--- config.mk ---
export PLATFORM = sky130hd
export DESIGN_NAME = irig_b_top
export DESIGN_NICKNAME = d
export VERILOG_FILES = /design/src/common/irig_pkg.sv /design/src/hw/irig_apb_regs.sv /design/src/hw/irig_frame/irig_sbs_calc.sv /design/src/hw/irig_frame/irig_frame_builder.sv /design/src/hw/irig_tx/irig_symbol_gen.sv /design/src/hw/irig_b_top.sv
export SDC_FILE = /design/constraint.sdc
export NUM_CORES = 1
export LEC_CHECK = 0
export BUFFER_PORTS_ARGS = -buffer_cell sky130_fd_sc_hd__buf_2
export CAP_MARGIN = 20
export CORE_MARGIN = 5
export CORE_UTILIZATION = 43
export CTS_CLUSTER_DIAMETER = 100
export DETAILED_ROUTE_END_ITERATION = 8
export HOLD_SLACK_MARGIN = 0.15
export SYNTH_ARGS = -nofsm -noshare
export SYNTH_HDL_FRONTEND = slang
export SYNTH_SLANG_ARGS = --single-unit
--- constraint.sdc ---
create_clock -name clk -period 5.9 [get_ports clk]
set_input_delay 0.295 -clock clk [delete_from_list [all_inputs] [get_ports clk]]
set_output_delay 0.295 -clock clk [all_outputs]
set_load 0.005 [all_outputs]
--- src/common/irig_pkg.sv ---
`default_nettype none

package irig_pkg;

    // APB register map
    localparam int APB_AW = 4;
    localparam int APB_DW = 32;
    localparam logic [APB_AW-1:0] ADDR_CTRL = 4'h0;
    localparam logic [APB_AW-1:0] ADDR_TIME = 4'h4;
    localparam logic [APB_AW-1:0] ADDR_DATE = 4'h8;

    localparam int FRAME_BITS = 100;
    localparam int BIT_IDX_W  = 7;
    localparam int BIT_TICKS  = 100;   // one tick is 0.1 ms, so a bit is 10 ms
    localparam int TICK_W     = 7;

    localparam int W_ZERO = 20;        // pwm high time in ticks
    localparam int W_ONE  = 50;
    localparam int W_MARK = 80;

    localparam int SYM_W = 2;
    localparam logic [SYM_W-1:0] SYM_ZERO = 2'd0;
    localparam logic [SYM_W-1:0] SYM_ONE  = 2'd1;
    localparam logic [SYM_W-1:0] SYM_MARK = 2'd2;

    // seconds of day is hours*3600 + minutes*60 + seconds, at most 86399
    localparam int SBS_W     = 17;
    localparam int SBS_STEPS = 12;
    localparam logic [SBS_STEPS-1:0] HRS_WEIGHT = 12'd3600;
    localparam logic [SBS_STEPS-1:0] MIN_WEIGHT = 12'd60;

    // first bit index of each field; tens digit sits TENS_OFS above the units digit
    localparam int POS_SEC    = 1;
    localparam int POS_MIN    = 10;
    localparam int POS_HRS    = 20;
    localparam int POS_DAY    = 30;
    localparam int POS_YRS    = 50;
    localparam int POS_SBS_LO = 80;
    localparam int POS_SBS_HI = 90;
    localparam int TENS_OFS   = 5;
    localparam int HUND_OFS   = 10;    // day hundreds skips the P4 marker

    typedef struct packed {
        logic [11:0] spare;
        logic [1:0]  hrs_t;
        logic [3:0]  hrs_u;
        logic [2:0]  min_t;
        logic [3:0]  min_u;
        logic [2:0]  sec_t;
        logic [3:0]  sec_u;
    } time_bcd_t;

    typedef union packed {
        logic [31:0] raw;
        time_bcd_t   bcd;
    } time_word_u;

    typedef struct packed {
        logic [13:0] spare;
        logic [3:0]  yr_t;
        logic [3:0]  yr_u;
        logic [1:0]  day_h;
        logic [3:0]  day_t;
        logic [3:0]  day_u;
    } date_bcd_t;

    typedef union packed {
        logic [31:0] raw;
        date_bcd_t   bcd;
    } date_word_u;

endpackage

`default_nettype wire

--- src/hw/irig_apb_regs.sv ---
`default_nettype none

module irig_apb_regs (
    input  wire                            clk,
    input  wire                            rst,
    input  wire                            psel,
    input  wire                            penable,
    input  wire                            pwrite,
    input  wire  [irig_pkg::APB_AW-1:0]    paddr,
    input  wire  [irig_pkg::APB_DW-1:0]    pwdata,
    output logic [irig_pkg::APB_DW-1:0]    prdata,
    output logic                           pready,
    output logic                           pslverr,
    output logic                           enable,
    output irig_pkg::time_word_u           time_word,
    output irig_pkg::date_word_u           date_word
);
    import irig_pkg::*;

    logic acc_phase;
    logic hit_ctrl;
    logic hit_time;
    logic hit_date;

    assign acc_phase = psel && penable;
    assign hit_ctrl  = (paddr == ADDR_CTRL);
    assign hit_time  = (paddr == ADDR_TIME);
    assign hit_date  = (paddr == ADDR_DATE);

    assign pready  = 1'b1;    // every access completes without wait states
    assign pslverr = acc_phase && !(hit_ctrl || hit_time || hit_date);

    // writes land on the edge that closes the access phase
    always_ff @(posedge clk)
    begin
        if (!rst)
        begin
            enable        <= 1'b0;
            time_word.raw <= '0;
            date_word.raw <= '0;
        end
        else if (acc_phase && pwrite)
        begin
            if (hit_ctrl)
                enable <= pwdata[0];
            if (hit_time)
                time_word.raw <= pwdata;
            if (hit_date)
                date_word.raw <= pwdata;
        end
    end

    // read mux, unmapped addresses return zero
    always_comb
    begin
        prdata = '0;
        if (psel && !pwrite)
        begin
            if (hit_ctrl)
                prdata = {{(APB_DW-1){1'b0}}, enable};   // other CTRL bits read as zero
            else if (hit_time)
                prdata = time_word.raw;
            else if (hit_date)
                prdata = date_word.raw;
        end
    end

endmodule

`default_nettype wire

--- src/hw/irig_frame/irig_sbs_calc.sv ---
`default_nettype none

module irig_sbs_calc (
    input  wire                           clk,
    input  wire                           rst,
    input  wire                           sbs_start,
    input  wire  [4:0]                    hrs_bin,
    input  wire  [5:0]                    min_bin,
    input  wire  [5:0]                    sec_bin,
    output logic [irig_pkg::SBS_W-1:0]    sbs,
    output logic                          sbs_done
);
    import irig_pkg::*;

    logic                         busy;
    logic [$clog2(SBS_STEPS)-1:0] step;      // weight bit under test
    logic [SBS_W-1:0]             hrs_op;    // shifted left once per step
    logic [SBS_W-1:0]             min_op;
    logic [SBS_W-1:0]             add_hrs;
    logic [SBS_W-1:0]             add_min;

    assign add_hrs = HRS_WEIGHT[step] ? hrs_op : '0;
    assign add_min = MIN_WEIGHT[step] ? min_op : '0;

    // one load cycle then twelve add cycles, done lands 13 clocks after start
    always_ff @(posedge clk)
    begin
        if (!rst)
        begin
            busy     <= 1'b0;
            step     <= '0;
            sbs_done <= 1'b0;
        end
        else
        begin
            sbs_done <= 1'b0;
            if (sbs_start)
            begin
                busy <= 1'b1;
                step <= '0;
            end
            else if (busy)
            begin
                step <= step + 1'b1;
                if (step == ($clog2(SBS_STEPS))'(SBS_STEPS - 1))
                begin
                    busy     <= 1'b0;
                    step     <= '0;
                    sbs_done <= 1'b1;
                end
            end
        end
    end

    always_ff @(posedge clk)
    begin
        if (sbs_start)
        begin
            sbs    <= SBS_W'(sec_bin);   // seconds seed the accumulator
            hrs_op <= SBS_W'(hrs_bin);
            min_op <= SBS_W'(min_bin);
        end
        else if (busy)
        begin
            sbs    <= sbs + add_hrs + add_min;
            hrs_op <= hrs_op << 1;
            min_op <= min_op << 1;
        end
    end

endmodule

`default_nettype wire

--- src/hw/irig_frame/irig_frame_builder.sv ---
`default_nettype none

module irig_frame_builder (
    input  wire                              clk,
    input  wire                              rst,
    input  wire                              frame_start,
    input  wire  [irig_pkg::BIT_IDX_W-1:0]   bit_idx,
    input  wire  irig_pkg::time_word_u       time_word,
    input  wire  irig_pkg::date_word_u       date_word,
    output logic [irig_pkg::SYM_W-1:0]       sym_kind
);
    import irig_pkg::*;

    logic [3:0]            sec_u, min_u, hrs_u, day_u, day_t, yr_u, yr_t;
    logic [2:0]            sec_t, min_t;
    logic [1:0]            hrs_t, day_h;
    logic [6:0]            sec_bin7, min_bin7, hrs_bin7;
    logic [SBS_W-1:0]      sbs_new;
    logic [SBS_W-1:0]      sbs_hold;   // previous frame's value until the new one is ready
    logic                  sbs_done;
    logic [FRAME_BITS-1:0] data_bits;
    logic                  is_marker;

    // tens*10 + units as (tens << 3) + (tens << 1) + units
    function automatic logic [6:0] bcd_to_bin(input logic [3:0] tens, input logic [3:0] units);
        return {tens, 3'b000} + {2'b00, tens, 1'b0} + {3'b000, units};
    endfunction

    // converted from the live word, it is the same value being latched on this edge
    assign sec_bin7 = bcd_to_bin({1'b0, time_word.bcd.sec_t}, time_word.bcd.sec_u);
    assign min_bin7 = bcd_to_bin({1'b0, time_word.bcd.min_t}, time_word.bcd.min_u);
    assign hrs_bin7 = bcd_to_bin({2'b00, time_word.bcd.hrs_t}, time_word.bcd.hrs_u);

    irig_sbs_calc i_sbs (
        .clk       (clk),
        .rst       (rst),
        .sbs_start (frame_start),
        .hrs_bin   (hrs_bin7[4:0]),
        .min_bin   (min_bin7[5:0]),
        .sec_bin   (sec_bin7[5:0]),
        .sbs       (sbs_new),
        .sbs_done  (sbs_done)
    );

    always_ff @(posedge clk)
    begin
        if (frame_start)
        begin
            sec_u <= time_word.bcd.sec_u;
            sec_t <= time_word.bcd.sec_t;
            min_u <= time_word.bcd.min_u;
            min_t <= time_word.bcd.min_t;
            hrs_u <= time_word.bcd.hrs_u;
            hrs_t <= time_word.bcd.hrs_t;
            day_u <= date_word.bcd.day_u;
            day_t <= date_word.bcd.day_t;
            day_h <= date_word.bcd.day_h;
            yr_u  <= date_word.bcd.yr_u;
            yr_t  <= date_word.bcd.yr_t;
        end
        if (sbs_done)
            sbs_hold <= sbs_new;
    end

    // data bit per index, LSB first; control bits 60 to 79 stay zero
    always_comb
    begin
        data_bits = '0;
        data_bits[POS_SEC +: 4]             = sec_u;
        data_bits[POS_SEC + TENS_OFS +: 3]  = sec_t;
        data_bits[POS_MIN +: 4]             = min_u;
        data_bits[POS_MIN + TENS_OFS +: 3]  = min_t;
        data_bits[POS_HRS +: 4]             = hrs_u;
        data_bits[POS_HRS + TENS_OFS +: 2]  = hrs_t;
        data_bits[POS_DAY +: 4]             = day_u;
        data_bits[POS_DAY + TENS_OFS +: 4]  = day_t;
        data_bits[POS_DAY + HUND_OFS +: 2]  = day_h;
        data_bits[POS_YRS +: 4]             = yr_u;
        data_bits[POS_YRS + TENS_OFS +: 4]  = yr_t;
        data_bits[POS_SBS_LO +: 9]          = sbs_hold[8:0];
        data_bits[POS_SBS_HI +: 8]          = sbs_hold[16:9];
    end

    // reference marker at 0, position markers at every index ending in 9
    assign is_marker = (bit_idx == '0) || ((bit_idx % 10) == 9);

    always_comb
    begin
        if (is_marker)
            sym_kind = SYM_MARK;
        else if (data_bits[bit_idx])
            sym_kind = SYM_ONE;
        else
            sym_kind = SYM_ZERO;
    end

endmodule

`default_nettype wire

--- src/hw/irig_tx/irig_symbol_gen.sv ---
`default_nettype none

module irig_symbol_gen #(
    parameter int CLK_DIV = 5000
) (
    input  wire                              clk,
    input  wire                              rst,
    input  wire                              enable,
    input  wire  [irig_pkg::SYM_W-1:0]       sym_kind,
    output logic [irig_pkg::BIT_IDX_W-1:0]   bit_idx,
    output logic                             frame_start,
    output logic                             pwm,
    output logic                             manch
);
    import irig_pkg::*;

    localparam int PRESC_W = $clog2(CLK_DIV + 1);

    logic [PRESC_W-1:0] presc;
    logic               tick;
    logic               running;      // set by the first tick after enable rises
    logic [TICK_W-1:0]  tick_cnt;
    logic               bit_end;
    logic               frame_end;
    logic [TICK_W-1:0]  high_ticks;

    assign tick        = enable && (presc == PRESC_W'(CLK_DIV - 1));
    assign bit_end     = (tick_cnt == TICK_W'(BIT_TICKS - 1));
    assign frame_end   = bit_end && (bit_idx == BIT_IDX_W'(FRAME_BITS - 1));
    assign frame_start = tick && (!running || frame_end);

    always_ff @(posedge clk)
    begin
        if (!rst || !enable || tick)
            presc <= '0;
        else
            presc <= presc + 1'b1;
    end

    always_ff @(posedge clk)
    begin
        if (!rst || !enable)
        begin
            running  <= 1'b0;
            tick_cnt <= '0;
            bit_idx  <= '0;
        end
        else if (tick)
        begin
            running <= 1'b1;
            if (frame_start)
            begin
                tick_cnt <= '0;
                bit_idx  <= '0;
            end
            else if (bit_end)
            begin
                tick_cnt <= '0;
                bit_idx  <= bit_idx + 1'b1;
            end
            else
                tick_cnt <= tick_cnt + 1'b1;
        end
    end

    always_comb
    begin
        case (sym_kind)
            SYM_ONE:  high_ticks = TICK_W'(W_ONE);
            SYM_MARK: high_ticks = TICK_W'(W_MARK);
            default:  high_ticks = TICK_W'(W_ZERO);
        endcase
    end

    // outputs trail the counters by one clock, so every edge keeps its spacing
    always_ff @(posedge clk)
    begin
        if (!rst || !enable || !running)
        begin
            pwm   <= 1'b0;
            manch <= 1'b0;
        end
        else
        begin
            pwm   <= (tick_cnt < high_ticks);
            manch <= (tick_cnt < TICK_W'(BIT_TICKS / 2)) ^ (sym_kind == SYM_ZERO);  // zero is low-high
        end
    end

endmodule

`default_nettype wire

--- src/hw/irig_b_top.sv ---
`default_nettype none

module irig_b_top #(
    parameter int CLK_DIV = 5000       // clk cycles per 0.1 ms tick at 50 MHz
) (
    input  wire                            clk,
    input  wire                            rst,
    input  wire                            psel,
    input  wire                            penable,
    input  wire                            pwrite,
    input  wire  [irig_pkg::APB_AW-1:0]    paddr,
    input  wire  [irig_pkg::APB_DW-1:0]    pwdata,
    output logic [irig_pkg::APB_DW-1:0]    prdata,
    output logic                           pready,
    output logic                           pslverr,
    output logic                           pwm,
    output logic                           manch
);
    import irig_pkg::*;

    logic                 enable;
    time_word_u           time_word;
    date_word_u           date_word;
    logic [BIT_IDX_W-1:0] bit_idx;
    logic                 frame_start;
    logic [SYM_W-1:0]     sym_kind;

    irig_apb_regs i_regs (
        .clk       (clk),
        .rst       (rst),
        .psel      (psel),
        .penable   (penable),
        .pwrite    (pwrite),
        .paddr     (paddr),
        .pwdata    (pwdata),
        .prdata    (prdata),
        .pready    (pready),
        .pslverr   (pslverr),
        .enable    (enable),
        .time_word (time_word),
        .date_word (date_word)
    );

    // frame content, looked up by the symbol generator's bit index
    irig_frame_builder i_frame (
        .clk         (clk),
        .rst         (rst),
        .frame_start (frame_start),
        .bit_idx     (bit_idx),
        .time_word   (time_word),
        .date_word   (date_word),
        .sym_kind    (sym_kind)
    );

    irig_symbol_gen #(
        .CLK_DIV (CLK_DIV)
    ) i_symgen (
        .clk         (clk),
        .rst         (rst),
        .enable      (enable),
        .sym_kind    (sym_kind),
        .bit_idx     (bit_idx),
        .frame_start (frame_start),
        .pwm         (pwm),
        .manch       (manch)
    );

endmodule

`default_nettype wire

==> results.cfg <==
[grt]
grt_first_pass_wirelength_mm = 42.4
grt.total_usage_pct = 17.5
grt_pass1_vias = 8223
grt_max_degree = 72
antenna_found_initial = 0
grt_ovf = 0

[setup_path]
cp_cell_sequence = nor2_1 > inv_1 > ha_1 > nor2b_1 > a211oi_1 > a211oi_1 > o21ai_0 > a32o_1 > a21boi_1 > nand2_1 > ha_1 > nand2_1 > nor2_1 > o21a_1 > nor3_1 > a31o_2
critical_path.slowest_cell = sky130_fd_sc_hd__dfxtp_1
worst-r2r-cell-count = 16
setup.worst_path.class = reg2reg
r2r-start = i_symgen.bit_idx[5]$_SDFFE_PP0P_
crit_start = i_symgen.bit_idx[5]$_SDFFE_PP0P_
slowest_delay_ns = 0.80
worst_ep_required_time_ns = 6.30
crit_buf_inv = 1
cp.arrival_ns = 4.36
cp_delay_by_family_top = compound AO/OA/AOI/OAI gates
ff2ff_setup_slack_ns = 1.94
endpoint_kind = flip-flop
critPathMaxFanout = 23
timing.rr.end = i_symgen.pwm$_SDFF_PP0_
cp-start-kind = flip-flop

[finish]
post_route_cells_drive_above_1_share_pct = 12.4
num-fill-cells = 2428
regArea_sq_um = 4910
multi_input_gate_area_in_the_final_layout_sq_um = 5710
most-common-layout-cells = sky130_fd_sc_hd__nand2_1, sky130_fd_sc_hd__dfxtp_1, sky130_fd_sc_hd__nor2_1
final_util_pct = 50.3
nNetsFinal = 1341
area_delta_synth_final_pct = 14.6
most_common_library_cell_in_the_layout_ignoring_fill_and_taps = sky130_fd_sc_hd__nand2_1
design_area_sq_um = 12700
diodes = 0

[hold_path]
whs_endpoint = i_regs.enable$_SDFFE_PN0P_
holdPathStages = 4
hp-class = in2reg
hold_wc_startpoint = psel

[clock_tree]
htree_num_levels = 1
cts-root-to-sink-buffers = 3
clk_pin_slew_ns = 0.06
clock_sinks = 209
cts_buffers = 24
clk_latency_ns = 0.51
cts.root.buffer_cell = sky130_fd_sc_hd__clkbuf_16
cts_setup_buffers = 0
tritoncts = done

[timing]
final.period_utilization_pct = 67.0
tightest_slew_ns = 1.03
worst_slew_slack_as_a_fraction_of_its_limit_pct = 31.5
setup_viol = 0
skew_ns = 0.0155
max_freq_ghz = 0.253
grt_setup_unrepaired = no
final_total_negative_setup_slack_ns = 0
timing.final.hold_violations = 0
fin_ws_ns = 1.94
min_period_ns = 3.96
final_max_slew_viol_count = 0

[routing]
via_count = 8469
routed_wirelength_mm = 25.4
post_route_antenna_net_violation_count = 0
drc_errors = 0
post_drt_via_cell_ratio = 5.33
drtIter0Drc = 480
firstDrtPassIters = 6
average_wire_length_per_cell_after_detail_routing_microns = 16.0

[yosys]
synth_sequential_area_ratio_pct = 44.3
synth_edf_count = 72
synth-seq-cells = 209
asyncSetResetFlopFracSynth_pct = 0
yosys_warnings = 0
syn-mean-instance-area_sq_um = 9.53
synth-main-ff-cell = sky130_fd_sc_hd__dfxtp_1
synthesis.area_sq_um = 11100
mappedNetlistNets = 1263
synthesis.instances = 1162
netlist-cell-type-count = 85

[floorplan]
design.core.area_sq_um = 25300
die_w_microns = 170
start_util_pct = 43.9
die-area_sq_um = 29100
die-height_microns = 170
top_level_ports = 77
row_count = 58

[placement]
post-place-ws_ns = 2.04
dpl_cell_area_sq_um = 11600
finalWeightedCongestion = 0.850
portBuffers = 75
detailedPlacementHpwl_mm = 17.2

[power]
p_clk_share_pct = 47.5
power.share.switching_pct = 20.8
pwr-share-comb_pct = 2.9
powerDensity_nw_per_um2 = 238
power_leakage_nw = 4.66
irDropWorstVdd_v = 0.000159
sequentialPowerShare_pct = 49.6
power.switching_w = 0.000629
internal_power_w = 0.00239

[run_status]
run_status = complete, no violations

[flow_run]
max_cap_viol_count = 0
synth_stat cells, drive strengths merged (4+ instances only):
master	count	area, sq um
nand3	18	90.1
a21o	11	82.6
nand2	190	731
inv	26	97.6
mux2i	42	420
nor4b	4	41.3
edfxtp	72	2160
nand4	14	87.6
a31oi	5	31.3
o22ai	5	31.3
o21ai	32	160
dfxtp	137	2740
mux2	5	56.3
xnor2	18	158
ha	38	475
and3	6	40.0
nor2b	12	75.1
xor2	21	184
and2	35	221
a21boi	68	510
a21oi	36	180
nor2	135	509
nand3b	7	52.6
mux4	4	90.1
clkbuf	45	229
nand2b	10	62.6
buf	22	135
o31ai	5	37.5
or4	4	35.0
fa	22	440
nor3	19	111
a22oi	37	278
a211oi	7	52.6
worst max-delay path by stage:
stage,slack (ns),cells past startpoint,end
after CTS,2.01,16,i_symgen.pwm$_SDFF_PP0_
final,1.94,16,i_symgen.pwm$_SDFF_PP0_
after global placement,2.09,16,i_symgen.pwm$_SDFF_PP0_
after global routing,1.62,16,i_symgen.pwm$_SDFF_PP0_
after floorplan,2.55,19,i_symgen.pwm$_SDFF_PP0_
after detailed placement,2.04,16,i_symgen.pwm$_SDFF_PP0_
logic make-up after synthesis:
group / count (synthesis) / share of synthesized area (%)
AO/OA/AOI/OAI: 238 / 15.1
XOR/XNOR: 39 / 3.08
adder cells (fa/ha/maj): 60 / 8.27
buffers and inverters: 94 / 4.26
flip-flops: 209 / 44.3
multiplexers: 51 / 5.12
other: 1 / 0.0339
AND/OR/NAND/NOR: 470 / 19.8
timing repair:
action                                  4_1_cts  5_1_grt
endpoints found under the setup margin        0        0
hold buffers                                 32        0
resized for setup                             0        0
hold endpoints to repair                     65        0
routing by layer:
| metal | part of all wire (%) | GRT usage [%] | up-vias | wire [microns] |
|---|---|---|---|---|
| met1 | 48 | 25.4 | 4008 | 12200 |
| li1 | - | - | 4220 | - |
| met5 | 0 | 0 | - | 0 |
| met3 | 4.5 | 2.47 | 36 | 1140 |
| met2 | 46 | 28.2 | 205 | 11700 |
| met4 | 1.5 | 3.37 | 0 | 383 |
layout make-up:
cell class	count	share of cell area [%]
multi-input cells	859	45.0
flip-flops and latches	209	38.7
repair buffers	120	6.25
clock buffers	33	5.41
well taps	330	3.25
inverters	26	0.769
clock inverters	11	0.641
metrics by stage:
stage / power (W) / instances / hold slack (ns)
2_1_floorplan: 0.00156 / 1162 / 0.426
3_3_place_gp: 0.00160 / 1512 / 0.435
5_1_grt: 0.00314 / 1588 / 0.246
6_report: 0.00302 / 1588 / 0.218
3_5_place_dp: 0.00160 / 1512 / 0.443
4_1_cts: 0.00306 / 1588 / 0.206
flip-flops by register name, indices dropped and copies added, names as in the netlist, 7 cells and up, named ones only:
register              cells
i_regs.time_word         32
i_symgen.tick_cnt         7
i_frame.sbs_hold         17
i_frame.i_sbs.hrs_op     17
i_frame.i_sbs.min_op     17
i_symgen.bit_idx          7
i_symgen.presc           13
i_regs.date_word         32
i_frame.i_sbs.sbs        17
worst reg2reg max path: stages, from the launching register on:
cell	delay, ns
sky130_fd_sc_hd__dfxtp_1	0.80
sky130_fd_sc_hd__nor2_1	0.18
sky130_fd_sc_hd__inv_1	0.18
sky130_fd_sc_hd__ha_1	0.29
sky130_fd_sc_hd__nor2b_1	0.33
sky130_fd_sc_hd__a211oi_1	0.13
sky130_fd_sc_hd__a211oi_1	0.26
sky130_fd_sc_hd__o21ai_0	0.12
sky130_fd_sc_hd__a32o_1	0.26
sky130_fd_sc_hd__a21boi_1	0.29
sky130_fd_sc_hd__nand2_1	0.10
sky130_fd_sc_hd__ha_1	0.28
sky130_fd_sc_hd__nand2_1	0.06
sky130_fd_sc_hd__nor2_1	0.13
sky130_fd_sc_hd__o21a_1	0.15
sky130_fd_sc_hd__nor3_1	0.05
sky130_fd_sc_hd__a31o_2	0.24
power groups by stage:
stage	combinational, W	sequential, W	clock (W)
2_1_floorplan	0.0000394	0.00152	0
3_3_place_gp	0.0000713	0.00153	0
3_5_place_dp	0.0000706	0.00153	0
4_1_cts	0.0000877	0.00150	0.00148
5_1_grt	0.0000966	0.00150	0.00155
6_report	0.0000874	0.00150	0.00144
No activity file was read; power rests on OpenSTA's default activity.
